--- src/hdc_pkg.sv ---
package hdc_pkg;

    // hypervector width
    localparam int HV_BITS = 64;

    // item memory per lane
    localparam int ITEM_DEPTH = 64;
    localparam int ADDR_BITS = $clog2(ITEM_DEPTH);

    // compute lanes
    localparam int N_LANES = 4;
    localparam int LANE_BITS = $clog2(N_LANES);

    // one-hot op field, lowest set bit wins
    localparam int OP_BITS = 7;
    localparam int OP_LOAD = 0;
    localparam int OP_PERM_MEM = 1;
    localparam int OP_PERM_ACC = 2;
    localparam int OP_XOR_MEM = 3;
    localparam int OP_XOR_COPY = 4;
    localparam int OP_STORE = 5;
    localparam int OP_COPY = 6;

    // bundler counters, signed and saturating
    localparam int COUNT_BITS = 8;
    localparam int COUNT_MAX = 2 ** (COUNT_BITS - 1) - 1;
    localparam int COUNT_MIN = -(2 ** (COUNT_BITS - 1));

    // xorshift64 start value, must not be zero
    // an all-zero state would lock the generator at zero
    localparam logic [HV_BITS-1:0] ITEM_SEED = 64'h9e37_79b9_7f4a_7c15;

endpackage

--- src/hdc_dispatch.sv ---
`timescale 1ns/100ps
`default_nettype none

module hdc_dispatch (
    input  wire logic                          clk,
    input  wire logic                          arst_n,
    // item write from the generator
    input  wire logic                          wr_en,
    input  wire logic [hdc_pkg::ADDR_BITS-1:0] wr_addr,
    input  wire logic [hdc_pkg::HV_BITS-1:0]   wr_data,
    // host instruction
    input  wire logic                          instr_valid,
    input  wire logic                          instr_bcast,
    input  wire logic [hdc_pkg::LANE_BITS-1:0] instr_lane,
    input  wire logic [hdc_pkg::OP_BITS-1:0]   instr_op,
    input  wire logic [hdc_pkg::ADDR_BITS-1:0] instr_addr,
    // broadcast item write to every lane
    output logic                               mem_wr,
    output logic [hdc_pkg::ADDR_BITS-1:0]      mem_addr,
    output logic [hdc_pkg::HV_BITS-1:0]        mem_data,
    // per-lane fetch strobes, shared op and address
    output logic [hdc_pkg::N_LANES-1:0]        fetch_v,
    output logic [hdc_pkg::OP_BITS-1:0]        fetch_op,
    output logic [hdc_pkg::ADDR_BITS-1:0]      fetch_addr
);

    import hdc_pkg::*;

    // decoded lane select
    logic [N_LANES-1:0] lane_sel;

    // broadcast hits all lanes, else only the indexed one
    always_comb begin
        for (int i = 0; i < N_LANES; i++) begin
            lane_sel[i] = instr_bcast || (instr_lane == LANE_BITS'(i));
        end
    end

    // item write stage
    always_ff @(posedge clk or negedge arst_n) begin
        if (!arst_n) begin
            mem_wr   <= 1'b0;
            mem_addr <= '0;
            mem_data <= '0;
        end else begin
            mem_wr <= wr_en;
            if (wr_en) begin
                mem_addr <= wr_addr;
                mem_data <= wr_data;
            end
        end
    end

    // instruction stage
    // op and address held until the next instruction
    always_ff @(posedge clk or negedge arst_n) begin
        if (!arst_n) begin
            fetch_v    <= '0;
            fetch_op   <= '0;
            fetch_addr <= '0;
        end else begin
            fetch_v <= instr_valid ? lane_sel : '0;
            if (instr_valid) begin
                fetch_op   <= instr_op;
                fetch_addr <= instr_addr;
            end
        end
    end

endmodule

`default_nettype wire

--- config.mk ---
export PLATFORM = sky130hd
export DESIGN_NAME = hdc_dispatch
export DESIGN_NICKNAME = d
export VERILOG_FILES = /design/src/hdc_pkg.sv /design/src/hdc_dispatch.sv
export SDC_FILE = /design/constraint.sdc
export NUM_CORES = 1
export LEC_CHECK = 0
export ABC_AREA = 1
export BUFFER_PORTS_ARGS = -buffer_cell sky130_fd_sc_hd__clkbuf_2
export CAP_MARGIN = 0
export CORE_MARGIN = 1.5
export CORE_UTILIZATION = 48
export DETAILED_ROUTE_END_ITERATION = 8
export PLACE_DENSITY = 0.9
export SLEW_MARGIN = 15
export SYNTH_ARGS = -nofsm -noshare
export SYNTH_HDL_FRONTEND = slang
export SYNTH_SLANG_ARGS = --single-unit
--- constraint.sdc ---
create_clock -name clk -period 1.2 [get_ports clk]
set_input_delay 0.24 -clock clk [delete_from_list [all_inputs] [get_ports clk]]
set_output_delay 0.24 -clock clk [all_outputs]
set_load 0.03 [all_outputs]
==> metrics <==
status=complete, no violations; IO Pins=roughly 180; vias after detailed routing=2,915; Util after Layout=between 60% and 70%; Layout area overhead=38.03%; Mapped Area=approximately 3400 sq um; latest clock arrival within the worst-skew pair=around 330 ps; Port-buffer cells=about 180; Detailed Routing Iterations Pass 1=4; Max-slew headroom=around four fifths; GR Overflow Total=0; crit path time final=around 1200 ps; Final #Nets=roughly 640; commonest cells after routing, fill and taps aside=clkbuf_2 (149), nand2_1 (112), dfrtp_1 (88), inv_1 (73), o21ai_0 (70); R2R cell count=3; Seq/Total Area, Yosys=between 60 and 70%; fraction of layout cells with a size suffix above 1=between 30% and 40%; YS warnings=0; FF+latch count, synth=88; Final Power=7.330 mW; cell count after synthesis=roughly 370; Routed Antenna Nets=0; Crit path depth=1; Die ar.=approximately 7600 sq um; XOR/XNOR Fraction of Synth Area=0%; post-synthesis mux area share=0%; main combinational cell family by area after synthesis=simple AND/OR/NAND/NOR gates; TritonCTS Buffers=9; largest net degree at the start of global routing=80; M1 WL=just over 3000 um; Post-route DRC=0; Critical Path Source=mem_data[30]; Final Hold Fails=0; Hold Path Class=in -> reg; initial antenna violation count=0; Achievable Freq=approximately 0.86 GHz; Data arrival, critical path=around 900 ps; Buf+Inv Stages, Crit Path=1; H-tree levels=3; highest metal used=met4; initial core utilization=49.71%; static leakage=around 2.7 nW; Clock Path Buffers=2; clk sinks=88; Final Max Slew Viols=0; cell family with most CP delay=flip-flops; CP Capture Point=mem_data[30]; startpoint types=flop; metal3 WL=468 um; reg2reg start=mem_data[22]; Synth Area in Adders=0%; skew final=0 ps; Critical Path RT=~960 ps; vias per cell=approximately 4.5; Avg WL per Cell=between 10 and 15 um; setup tns final=0 ps; critical register-to-register path endpoint=mem_data[22]; row count=30; synthesized-area fraction occupied by and/or/nand/nor cells=12.71%; hpwl dp=a little under 6000 um; Slowest Stage Delay on Critical Path=slightly above 400 ps; Ant. Diodes=0; RePlAce Congestion=0.7707; Core Area=a little under 7000 sq um; final wirelength=approximately 7700 um; CP max FO=2; CP Capture Type=output pin; crit path cell chain=buf_4; setup violators final=0; first-pass GRT wire length=12,160 um; GRT Overall Usage=20.66%; R2R setup slack=between 400 and 500 ps; Root Buffer Master=clkbuf_8; critical path class=reg -> out; clock-pin slew on the worst setup and hold paths=about 90 ps; die width=87.11 um; CTS tree=done; Max-Cap Viols=0; slowest CP cell=dfrtp_1; vias in the first global route=between 2,000 and 3,000; most common cell after layout, fill and taps aside=clkbuf_2; Distinct cells, synth=12; PwrDens=1564 nW/um^2; Worst IR Drop VDD=844.0 uV; Met2 Routed Length=around 4000 um; Compound-Gate Fraction of Synth Area=between 10% and 20%; period utilisation layout=a little over nine tenths; synthesized area per cell=about 9.3 sq um; measured slew at the worst slew-check pin=roughly 320 ps; Die Span Y=87.11 um; Mapped Nets=457; DRT iter0 DRCs=about 110
[synth_stat cells (all sizes together)]
master / number / area [sq um]
nor2: 3 / 11.26
a21oi: 3 / 15.01
nand2: 112 / 420.4
buf: 10 / 88.83
dfrtp: 88 / 2202
o21ai: 70 / 350.3
inv: 74 / 277.8
clkbuf: 7 / 30.02
[metal layers]
| metal | GRT usage [%] | vias up |
|---|---|---|
| li1 | - | 1449 |
| met1 | 23.46 | 1350 |
| met2 | 37.35 | 106 |
| met3 | 4.929 | 10 |
| met4 | 8.225 | 0 |
| met5 | 0 | - |
[sequential cells by signal, summed over array words and instances (netlist names)]
name,flops
mem_addr,6
fetch_v,4
mem_data,64
mem_wr,1
fetch_addr,6
fetch_op,7
[per-stage QoR]
step	std cells	setup slack, ps	hold WS (ps)	instance area (sq um)
5_1_grt	647	-7.549	90.97	4687
3_5_place_dp	628	256.2	156.5	4375
4_1_cts	645	5.047	83.85	4649
6_report	647	37.32	100.3	4687
2_1_floorplan	367	448.3	-55.59	3396
3_3_place_gp	628	300.8	154.5	4375
[logic make-up (layout without fill, tap and decap cells)]
group	Yosys count	in the layout
and+or+nand+nor	115	115
buffers and inverters	91	275
DFF	88	88
AOI/OAI and AO/OA	73	73
[where the power goes]
| part | internal (mW) | total [mW] | switching, mW |
|---|---|---|---|
| Combinational | 0.444 | 1.41 | 0.971 |
| Clock | 1.56 | 2.55 | 0.990 |
| Sequential | 3.22 | 3.37 | 0.143 |
| Total | 5.23 | 7.33 | 2.10 |
[timing repair]
action,4_1_cts,5_1_grt
resized for setup,0,43
setup buffers,0,2
endpoints found under the setup margin,0,26
endpoints found under the hold margin,19,0
hold buffers,1,0
[worst min-delay path by stage]
stage                startpoint       endpoint  slack [ps]  cells past startpoint
finish              wr_data[33]   mem_data[33]         100                      3
global route        wr_data[50]   mem_data[50]          90                      3
CTS                 wr_data[48]   mem_data[48]          80                      3
detailed placement       arst_n   mem_data[29]         160                      1
global placement         arst_n   mem_data[45]         150                      1
floorplan                arst_n  fetch_addr[0]         -60                      0
[final cells by class]
cell class                      count  area [sq um]
Clock buffer                       12         165.2
Clock inverter                      4         98.84
Fill cell                         554          2145
Inverter                           74         277.8
Multi-Input combinational cell    188         797.0
Sequential cell                    88          2202
Tap cell                           96         120.1
Timing Repair Buffer              185          1026
Note: power is estimated with default switching activity, not from simulation.
