### src/hdc_pkg.sv
package hdc_pkg;

    // hypervector width
    localparam int HV_BITS = 64;

    // item memory per lane
    localparam int ITEM_DEPTH = 64;
    localparam int ADDR_BITS = $clog2(ITEM_DEPTH);

    // compute lanes
    localparam int N_LANES = 4;
    localparam int LANE_BITS = $clog2(N_LANES);

    // one-hot op field, lowest set bit wins
    localparam int OP_BITS = 7;
    localparam int OP_LOAD = 0;
    localparam int OP_PERM_MEM = 1;
    localparam int OP_PERM_ACC = 2;
    localparam int OP_XOR_MEM = 3;
    localparam int OP_XOR_COPY = 4;
    localparam int OP_STORE = 5;
    localparam int OP_COPY = 6;

    // bundler counters, signed and saturating
    localparam int COUNT_BITS = 8;
    localparam int COUNT_MAX = 2 ** (COUNT_BITS - 1) - 1;
    localparam int COUNT_MIN = -(2 ** (COUNT_BITS - 1));

    // xorshift64 start value, must not be zero
    // an all-zero state would lock the generator at zero
    localparam logic [HV_BITS-1:0] ITEM_SEED = 64'h9e37_79b9_7f4a_7c15;

endpackage

### src/hdc_item_gen.sv
`timescale 1ns/100ps
`default_nettype none

module hdc_item_gen (
    input  wire logic                         clk,
    input  wire logic                         arst_n,
    // one write per strobe
    input  wire logic                         gen_wr,
    input  wire logic [hdc_pkg::ADDR_BITS-1:0] gen_addr,
    // registered item write
    output logic                              wr_en,
    output logic [hdc_pkg::ADDR_BITS-1:0]     wr_addr,
    output logic [hdc_pkg::HV_BITS-1:0]       wr_data
);

    import hdc_pkg::*;

    // xorshift state
    logic [HV_BITS-1:0] xs_q;
    logic [HV_BITS-1:0] xs_next;

    // xorshift64 step, shifts 13 / 7 / 17
    function automatic logic [HV_BITS-1:0] xorshift64(input logic [HV_BITS-1:0] x);
        logic [HV_BITS-1:0] t;
        t = x;
        t = t ^ (t << 13);
        t = t ^ (t >> 7);
        t = t ^ (t << 17);
        return t;
    endfunction

    assign xs_next = xorshift64(xs_q);

    // state only moves on a write
    // so item k is the k-th word after the seed
    always_ff @(posedge clk or negedge arst_n) begin
        if (!arst_n) begin
            xs_q <= ITEM_SEED;
        end else if (gen_wr) begin
            xs_q <= xs_next;
        end
    end

    // write strobe one cycle after gen_wr
    always_ff @(posedge clk or negedge arst_n) begin
        if (!arst_n) begin
            wr_en   <= 1'b0;
            wr_addr <= '0;
            wr_data <= '0;
        end else begin
            wr_en <= gen_wr;
            // current word goes out, next one is prepared
            if (gen_wr) begin
                wr_addr <= gen_addr;
                wr_data <= xs_q;
            end
        end
    end

endmodule

`default_nettype wire

### config.mk
export PLATFORM = sky130hd
export DESIGN_NAME = hdc_item_gen
export DESIGN_NICKNAME = d
export VERILOG_FILES = /design/src/hdc_pkg.sv /design/src/hdc_item_gen.sv
export SDC_FILE = /design/constraint.sdc
export NUM_CORES = 1
export LEC_CHECK = 0
export BUFFER_PORTS_ARGS = -buffer_cell sky130_fd_sc_hd__buf_2
export CORE_UTILIZATION = 45
export CTS_BUF_LIST = sky130_fd_sc_hd__clkbuf_8
export CTS_CLUSTER_DIAMETER = 120
export DETAILED_ROUTE_END_ITERATION = 16
export HOLD_SLACK_MARGIN = 0.05
export PLACE_DENSITY = 0.74
export SLEW_MARGIN = 0
export SYNTH_ARGS = -nofsm -noshare
export SYNTH_HDL_FRONTEND = slang
export SYNTH_SLANG_ARGS = --single-unit
### constraint.sdc
create_clock -name clk -period 3 [get_ports clk]
set_clock_uncertainty 0.2 [all_clocks]
set_input_delay 0.9 -clock clk [delete_from_list [all_inputs] [get_ports clk]]
set_output_delay 0.9 -clock clk [all_outputs]
set_load 0.005 [all_outputs]
==> run summary <==
- **result of the run** completed
- **Critical Path Fanout Max** 2
- **sort of element at the start of the critical path** flop
- **latest clock arrival within the worst-skew pair** 0.45 ns
- **vias in the first global route** 4092
- **die outline width** 129 um
- **detailed-route wire length per cell** 16.3 um
- **HPWL after detailed placement** 9.03 mm
- **type of the worst setup path** reg -> out
- **total of max-cap violations** 0
- **Inserted Diodes** 0
- **number of pins with negative max-slew slack in the final report** 0
- **reg2reg end** xs_q[56]$_DFFE_PN0P_
- **Finish-stage setup viols** 0
- **clk root buf** clkbuf_8
- **Gate Count Post-Synth** 529
- **number of enable flip-flop cells after synthesis** 0
- **critical path buffer and inverter count** 1
- **net count after synthesis** 538
- **top achievable clock speed** 481 MHz
- **post-route minimum period** 2.08 ns
- **layout overhead on the synthesized area** 13.3%
- **final sum of negative setup slack** 0 ns
- **Final period util** 0.693
- **Std-Cell Core Area** 15800 um2
- **worst path cell trace** buf_2
- **# hold bufs at CTS** 0
- **TritonCTS clock tree** yes
- **CTS max path bufs** 2
- **Final nets** 594
- **r2r startpoint** xs_q[26]$_DFFE_PN1P_
- **initial cell density of the core** 0.460
- **leading cell types by count after synthesis** 108 x xnor2_1, 97 x dfrtp_1, 69 x mux2_2, 44 x nand2_1, 38 x dfstp_2
- **Critical path destination** wr_data[12]
- **maximum number of pins on one net before global-route repair** 136
- **reg2reg path depth** 4
- **RSZ-0062 raised after global routing** false
- **die footprint** 16700 um2
- **PortBufs** 79
- **total number of placement rows** 46
- **final weighted congestion in routability-driven placement** 0.758
- **DRC violation count after routing** 0
- **flip-flop and latch count after synthesis** 135
- **GRT Util Overall** 0.178
- **Worst path depth** 1
- **Required @ worst endpoint** 1.90 ns
- **Post-CTS Repair Setup Buffers** 0
- **final routed wirelength across all metal layers** 13.2 mm
- **count of warnings emitted by yosys** 0
- **clock buffers created by TritonCTS** 17
- **most area-hungry cell type in the Yosys netlist** dfrtp_1
- **most common flop cell mapped by yosys** dfrtp_1
- **netlist area before placement** 7280 um2
- **share of the synthesized area in the top cell type** 0.333
- **share of post-route cells with drive strength above 1** 0.400
- **critical path's slowest cell** dfrtp_1
- **Synth async-reset ratio** 1.00
- **wire length of the first global-routing pass** 22.2 mm
- **timing startpoint of the critical path** wr_data[12]$_DFFE_PN0P_
- **share of the yosys chip area belonging to registers** 0.470
- **Reg clk slew, reported paths** 0.07 ns
- **reg-to-reg slack, setup** 0.96 ns
- **dominant cell by count in the synthesized netlist** xnor2_1
- **Ports** 80
- **Vias** 3872
- **global route overflow** 0
- **relative slew slack** 0.479
- **Least-Margin Pin Slew** 0.781 ns
- **Netlist cell types** 24
- **initial antenna violation count** 0
- **post-cts sizing count** 0
- **largest delay contributor family on the critical path** flip-flops
- **worst stage delay on the critical path** 0.41 ns
- **CTS H-tree lvls** 4
- **Sinks on Clock Net** 135
- **leading cell types by total area after synthesis** dfrtp_1 33%, dfstp_2 14%, xnor2_1 13%
- **number of detailed-routing iterations run before antenna repair** 4
- **worst min path class** in -> async
- **Die Span Y** 129 um
- **hold violation total from the final report** 0
- **1st-iter DRT viols** 157
- **count of nets left with antenna violations after detail routing** 0
- **detail-routed via count per cell** 4.76
- **critical path capture point type** output pin
- **Syn Area/Cell** 13.8 um2
- **Data arrival, critical path** 0.98 ns
==> per-layer routing <==
layer  vias to the layer above  share of wire  global-route usage
met3                        17          0.040              0.0438
met1                      1936           0.49               0.249
li1                       1832              -                   -
met2                        87           0.46               0.269
met4                         0          0.016              0.0630
met5                         -              0                   0
==> how the worst min path moves through the flow <==
stage / startpoint / endpoint / slack [ns] / depth (start not counted)
after global placement: wr_data[27]$_DFFE_PN0P_ / wr_data[27]$_DFFE_PN0P_ / 0.28 / 1
after detailed placement: wr_data[63]$_DFFE_PN0P_ / wr_data[63]$_DFFE_PN0P_ / 0.29 / 1
after global routing: xs_q[60]$_DFFE_PN1P_ / xs_q[60]$_DFFE_PN1P_ / 0.32 / 1
after CTS: wr_data[20]$_DFFE_PN0P_ / wr_data[20]$_DFFE_PN0P_ / 0.31 / 1
final: arst_n / wr_data[16]$_DFFE_PN0P_ / 0.29 / 2
after floorplan: xs_q[51]$_DFFE_PN0P_ / xs_q[51]$_DFFE_PN0P_ / 0.27 / 1
==> flip-flops by register name, summed over array words and instances (netlist names) <==
register / flops
wr_data: 64
wr_addr: 6
wr_en: 1
xs_q: 64
==> cell families (layout without fill, tap and decap cells) <==
kind of cell,Yosys count,count (layout),share of synthesized area
DFF,135,135,0.470
and+or+nand+nor,59,59,0.0335
muxes,69,69,0.107
xor gates and xnor gates,198,198,0.342
AOI/OAI and AO/OA,15,15,0.0103
buffers and inverters,53,122,0.0368
==> cells in the final DEF, fill, tap and decap left out, types with 5 or more instances in the layout <==
master / netlist / layout
xor2_1: 29 / 29
xnor3_1: 37 / 37
nand2_1: 44 / 44
buf_2: 18 / 77
xor3_1: 8 / 8
bufinv_16: 0 / 5
o21ai_0: 6 / 6
a21oi_1: 9 / 9
dfrtp_1: 97 / 97
clkbuf_8: 0 / 19
xnor2_2: 14 / 14
mux2_2: 69 / 69
inv_1: 6 / 7
nor2_1: 9 / 9
dfstp_2: 38 / 38
xnor2_1: 108 / 108
==> through the flow <==
stage                     instance area (um2)  cells  setup slack, ns   util  hold WS, ns
final                                    8250    814            0.920  0.521        0.285
after global routing                     8250    814            0.839  0.521        0.318
after global placement                   7790    782            0.720  0.492        0.284
after floorplan                          7280    529            0.827      -        0.271
after detailed placement                 7790    782            0.701  0.492        0.291
after CTS                                8250    814            0.891  0.521        0.308
==> layout make-up <==
| class | count | area, um2 |
|---|---|---|
| fill | 1353 | 7580 |
| inverter | 6 | 22.5 |
| clock buffer | 19 | 262 |
| clock inverter | 13 | 201 |
| multi-input combinational | 341 | 3590 |
| tap | 216 | 270 |
| sequential | 135 | 3430 |
| timing repair buffer | 84 | 479 |
Power is left out: the tool's default activity adds up to more than one toggle a clock period on the data nets, which glitch-free logic cannot reach.
