$ cat src/hdc_pkg.sv
package hdc_pkg;

    // hypervector width
    localparam int HV_BITS = 64;

    // item memory per lane
    localparam int ITEM_DEPTH = 64;
    localparam int ADDR_BITS = $clog2(ITEM_DEPTH);

    // compute lanes
    localparam int N_LANES = 4;
    localparam int LANE_BITS = $clog2(N_LANES);

    // one-hot op field, lowest set bit wins
    localparam int OP_BITS = 7;
    localparam int OP_LOAD = 0;
    localparam int OP_PERM_MEM = 1;
    localparam int OP_PERM_ACC = 2;
    localparam int OP_XOR_MEM = 3;
    localparam int OP_XOR_COPY = 4;
    localparam int OP_STORE = 5;
    localparam int OP_COPY = 6;

    // bundler counters, signed and saturating
    localparam int COUNT_BITS = 8;
    localparam int COUNT_MAX = 2 ** (COUNT_BITS - 1) - 1;
    localparam int COUNT_MIN = -(2 ** (COUNT_BITS - 1));

    // xorshift64 start value, must not be zero
    // an all-zero state would lock the generator at zero
    localparam logic [HV_BITS-1:0] ITEM_SEED = 64'h9e37_79b9_7f4a_7c15;

endpackage

$ cat src/hdc_lane.sv
`timescale 1ns/100ps
`default_nettype none

module hdc_lane (
    input  wire logic                          clk,
    input  wire logic                          arst_n,
    // level, low clears working registers
    input  wire logic                          run,
    // item memory write port
    input  wire logic                          mem_wr,
    input  wire logic [hdc_pkg::ADDR_BITS-1:0] mem_addr,
    input  wire logic [hdc_pkg::HV_BITS-1:0]   mem_data,
    // fetch for this lane
    input  wire logic                          fetch_v,
    input  wire logic [hdc_pkg::OP_BITS-1:0]   fetch_op,
    input  wire logic [hdc_pkg::ADDR_BITS-1:0] fetch_addr,
    // store strobe and stored vector
    output logic                               store,
    output logic [hdc_pkg::HV_BITS-1:0]        result
);

    import hdc_pkg::*;

    // replicated item memory
    logic [HV_BITS-1:0] item_mem [ITEM_DEPTH];

    // stage one
    logic [HV_BITS-1:0] reg_0;
    logic [OP_BITS-1:0] op_r;
    logic               exec;

    // stage two working registers
    logic [HV_BITS-1:0] acc;
    logic [HV_BITS-1:0] held;

    // rotate right by one bit
    function automatic logic [HV_BITS-1:0] rot_r1(input logic [HV_BITS-1:0] x);
        return {x[0], x[HV_BITS-1:1]};
    endfunction

    // item writes, no reset on the array
    always_ff @(posedge clk) begin
        if (mem_wr) begin
            item_mem[mem_addr] <= mem_data;
        end
    end

    // read register, op and exec
    // fetches read memory even with run low
    always_ff @(posedge clk or negedge arst_n) begin
        if (!arst_n) begin
            reg_0 <= '0;
            op_r  <= '0;
            exec  <= 1'b0;
        end else begin
            exec <= fetch_v;
            if (fetch_v) begin
                reg_0 <= item_mem[fetch_addr];
                op_r  <= fetch_op;
            end
        end
    end

    // execute stage
    // registers hold between instructions
    always_ff @(posedge clk or negedge arst_n) begin
        if (!arst_n) begin
            acc    <= '0;
            held   <= '0;
            store  <= 1'b0;
            result <= '0;
        end else begin
            // default, store is a one-cycle pulse
            store  <= 1'b0;
            result <= '0;
            if (!run) begin
                acc  <= '0;
                held <= '0;
            end else if (exec) begin
                // lowest set bit wins
                if (op_r[OP_LOAD]) begin
                    acc <= reg_0;
                end else if (op_r[OP_PERM_MEM]) begin
                    acc <= rot_r1(reg_0);
                end else if (op_r[OP_PERM_ACC]) begin
                    acc <= rot_r1(acc);
                end else if (op_r[OP_XOR_MEM]) begin
                    acc <= reg_0 ^ acc;
                end else if (op_r[OP_XOR_COPY]) begin
                    acc <= held ^ acc;
                end else if (op_r[OP_STORE]) begin
                    // acc out for one cycle
                    store  <= 1'b1;
                    result <= acc;
                end else if (op_r[OP_COPY]) begin
                    held <= acc;
                end else begin
                    // no op bit set
                    acc  <= '0;
                    held <= '0;
                end
            end
        end
    end

endmodule

`default_nettype wire

$ cat config.mk
export PLATFORM = sky130hd
export DESIGN_NAME = hdc_lane
export DESIGN_NICKNAME = d
export VERILOG_FILES = /design/src/hdc_pkg.sv /design/src/hdc_lane.sv
export SDC_FILE = /design/constraint.sdc
export NUM_CORES = 2
export LEC_CHECK = 0
export ABC_AREA = 1
export BUFFER_PORTS_ARGS = -buffer_cell sky130_fd_sc_hd__clkbuf_2
export CAP_MARGIN = 5
export CORE_MARGIN = 3
export CORE_UTILIZATION = 56
export DETAILED_ROUTE_END_ITERATION = 10
export PLACE_DENSITY_LB_ADDON = 0.12
export SLEW_MARGIN = 20
export SYNTH_ARGS = -nofsm -noshare
export SYNTH_HDL_FRONTEND = slang
export SYNTH_SLANG_ARGS = --single-unit
export TNS_END_PERCENT = 5
$ cat constraint.sdc
create_clock -name clk -period 2.9 [get_ports clk]
set_input_delay 0.29 -clock clk [delete_from_list [all_inputs] [get_ports clk]]
set_output_delay 0.29 -clock clk [all_outputs]
set_load 0.05 [all_outputs]
==> metrics <==
Ys Warns 0; Hold Crit Class in -> reg; Worst Hold Path EP item_mem[5][40]; synth unique cells 31; Seq cells post-synth 4,361; drt first pass iters 7; post-route cell area 0.202 mm2; Clk Latency, worst-skew pair 1.02 ns; Least-Margin Pin Slew 1.15 ns; DR vias 125,689; Setup WS post-layout 0.479 ns; Syn Nets 15,003; Yosys top cell area share between 60% and 70%; worst hold path startpoint mem_data[40]; Seq/Total Area, Yosys 72.9%; Clk network pwr share 41.0%; H-tree levels 5; Fin. Hold Viols 0; crit path DAT approximately 3.3 ns; port buffer count 152; cell family with most CP delay simple AND/OR/NAND/NOR gates; Via density 6.34; die height 569 um; max cap viols 0; CP max FO 46; Setup Crit Path Kind in -> reg; total wire length 579 mm; final period utilization between 80% and 90%; CP Launch Type input pin; Lkg Pwr 73.1 nW; post-DP HPWL 320 mm; share of layout cells above drive strength 1 10.0%; R2R Path End result[60]; Critical Path RT ~3.8 ns; Synth-to-Final Area Change 13.8%; Max Clock Skew 0.0540 ns; largest area contributor in the netlist edfxtp_1; initial core utilization 56.4%; total core area 0.315 mm2; IO Pins 153; clk sinks 4,361; CP endpoint kind register; CTS Buf Count roughly 440; largest net degree at the start of global routing between 100 and 150; flop-to-flop setup slack 0.61 ns; number of global-route vias before repair 118,100; CP bufs+invs 5; Cell Int Power between 0.1 and 0.15 W; CP cell instances buf_12 -> inv_16 -> buf_12 -> buf_12 -> buf_4 -> nand2_1 -> nand3_1 -> nand3_1 -> nand3_1 -> nand3_1 -> nand3_1 -> nand3_1 -> nand2_1; Slew HR 23.5%; fill cell count around 23,000; Die ar. 0.324 mm2; GPL Wtd Cong 0.871; Die W 569 um; first-pass GRT wire length 831 mm; Wirelength per Cell just under 30 um; critical path's slowest cell nand3_1; Post-DP Area 0.187 mm2; post-cts repair resize count 0; # DRC 0; Worst-path clk slew 0.06 ns; sequential fraction of design power 51.7%; antenna-violating nets left 0; highest cell delay on the worst timing path between 0.6 and 0.7 ns; Max clock buf depth 4; worst slack, placed -0.338 ns; initial antenna violation count 36; Post-Syn Instances about 15,000; FF-to-FF Start op_r[1]; sw power 0.0322 W; # rows 206; DR iter-0 viols 20,399; outcome finished, final reports clean; Overflow after GRT 0; final setup vio count 0; crit-path most repeated cell nand3_1; Worst IR Drop VDD 566 uV; Slew Viols, Final 0; PwrDens ~670 mW/mm2; Worst R2R Path Depth 7; Hold Path Depth 1; Mapped Area 0.178 mm2; fin nets between 15,000 and 20,000; CTS tree done; root buffer cell clkbuf_16; sw frac 23.7%; combinational group share of total power 7.3%; post-layout minimum cycle time 2.42 ns; Total GRT Usage 35.2%; fmax 0.413 GHz; Avg Cell Area, Syn 11.9 um2; Synth area leaders edfxtp_1 (69%), nand3_1 (12%), nand2_1 (9.4%), dfrtp_1 (3.7%), buf_2 (1.5%); RSZ-0062 raised after global routing false
[registers in the layout (all words and copies together), names as in the netlist]
| signal | count |
|---|---|
| acc | 64 |
| exec | 1 |
| held | 64 |
| item_mem | 4096 |
| op_r | 7 |
| reg_0 | 64 |
| result | 64 |
| store | 1 |
[routing by layer]
layer | wire, um | track usage (%) | vias to the layer above | share of wire [%]
li1 | - | - | 54003 | -
met3 | 71500 | 7.30 | 1377 | 12
met4 | 27000 | 14.9 | 12 | 4.7
met5 | 310 | 0 | - | 0.054
met1 | 216000 | 49.1 | 61708 | 37
met2 | 264000 | 54.1 | 8589 | 46
[power groups by stage]
| stage | logic [W] | registers, W | clock network [W] |
|---|---|---|---|
| after floorplan | 0.00556 | 0.0713 | 0 |
| after global placement | 0.00936 | 0.0717 | 0 |
| after detailed placement | 0.00955 | 0.0717 | 0 |
| after CTS | 0.00967 | 0.0704 | 0.0562 |
| after global routing | 0.0106 | 0.0705 | 0.0588 |
| final | 0.00989 | 0.0704 | 0.0559 |
[layout by cell type, fill, tap and decap left out, drive strengths merged]
cell type,count
xnor2,1
a22oi,64
inv,177
buf,742
a21oi,232
nor2,151
nand4,48
nand3,4115
dlygate4sd3,66
clkinvlp,19
edfxtp,4096
bufinv,34
dfrtp,265
nand2,4454
o211ai,1
nor3,2
clkbuf,673
clkinv,204
nor4,8
a221oi,50
o21ai,185
diode,22
xor2,50
[cell usage after synthesis, drive strengths merged]
cell type	n
nand2	4454
inv	164
nand3	4115
a221oi	50
buf	840
a22oi	64
xnor2	1
clkinv	1
o21ai	185
a21oi	232
dfrtp	265
xor2	50
edfxtp	4096
o211ai	1
nor2	151
nand4	48
nor3	2
nor4	8
clkbuf	188
[logic make-up (layout without fill, tap and decap cells)]
kind of cell | after synthesis | in the layout | synth area share, %
AND/OR/NAND/NOR | 8778 | 8778 | 21.5
flip-flops | 4361 | 4361 | 72.9
other | 0 | 22 | 0
XOR/XNOR | 51 | 51 | 0.251
AO/OA/AOI/OAI | 532 | 532 | 1.69
buffers and inverters | 1193 | 1915 | 3.62
[cell type report]
type,count,area [um2],area share (%)
Inverter,165,678,0.335
Sequential cell,4361,130000,64.1
Antenna cell,22,55.1,0.0272
Clock inverter,269,2460,1.21
Tap cell,4160,5200,2.57
Timing Repair Buffer,924,10400,5.12
Clock buffer,557,11700,5.76
Multi-Input combinational cell,9361,42300,20.9
[worst max path at each step]
stage	startpoint	end	slack, ns	cells after the start
2_1_floorplan	mem_wr	item_mem[52][0]	-0.91	3
3_3_place_gp	fetch_addr[0]	reg_0[62]	-0.33	13
3_5_place_dp	fetch_addr[0]	reg_0[62]	-0.34	13
4_1_cts	arst_n	reg_0[11]	0.48	4
5_1_grt	op_r[1]	result[59]	0.45	7
6_report	fetch_addr[0]	reg_0[62]	0.48	13
[through the flow]
step	setup TNS (ns)	std cells	power (W)	utilization [%]	hold slack, ns
global placement	-0.334	18902	0.0810	59.4	0.407
floorplan	-2671.72	14915	0.0769	-	-0.00559
CTS	0	19787	0.136	64.1	0.00300
finish	0	19819	0.136	64.1	0.0109
detailed placement	-0.338	18902	0.0813	59.4	0.422
global route	0	19805	0.140	64.1	0.0697
[what timing repair did]
action	in CTS	in global routing
endpoints found under the setup margin	0	0
endpoints found under the hold margin	1600	440
hold buffers	59	8
setup buffers	0	0
No activity file was read; power rests on OpenSTA's default activity.
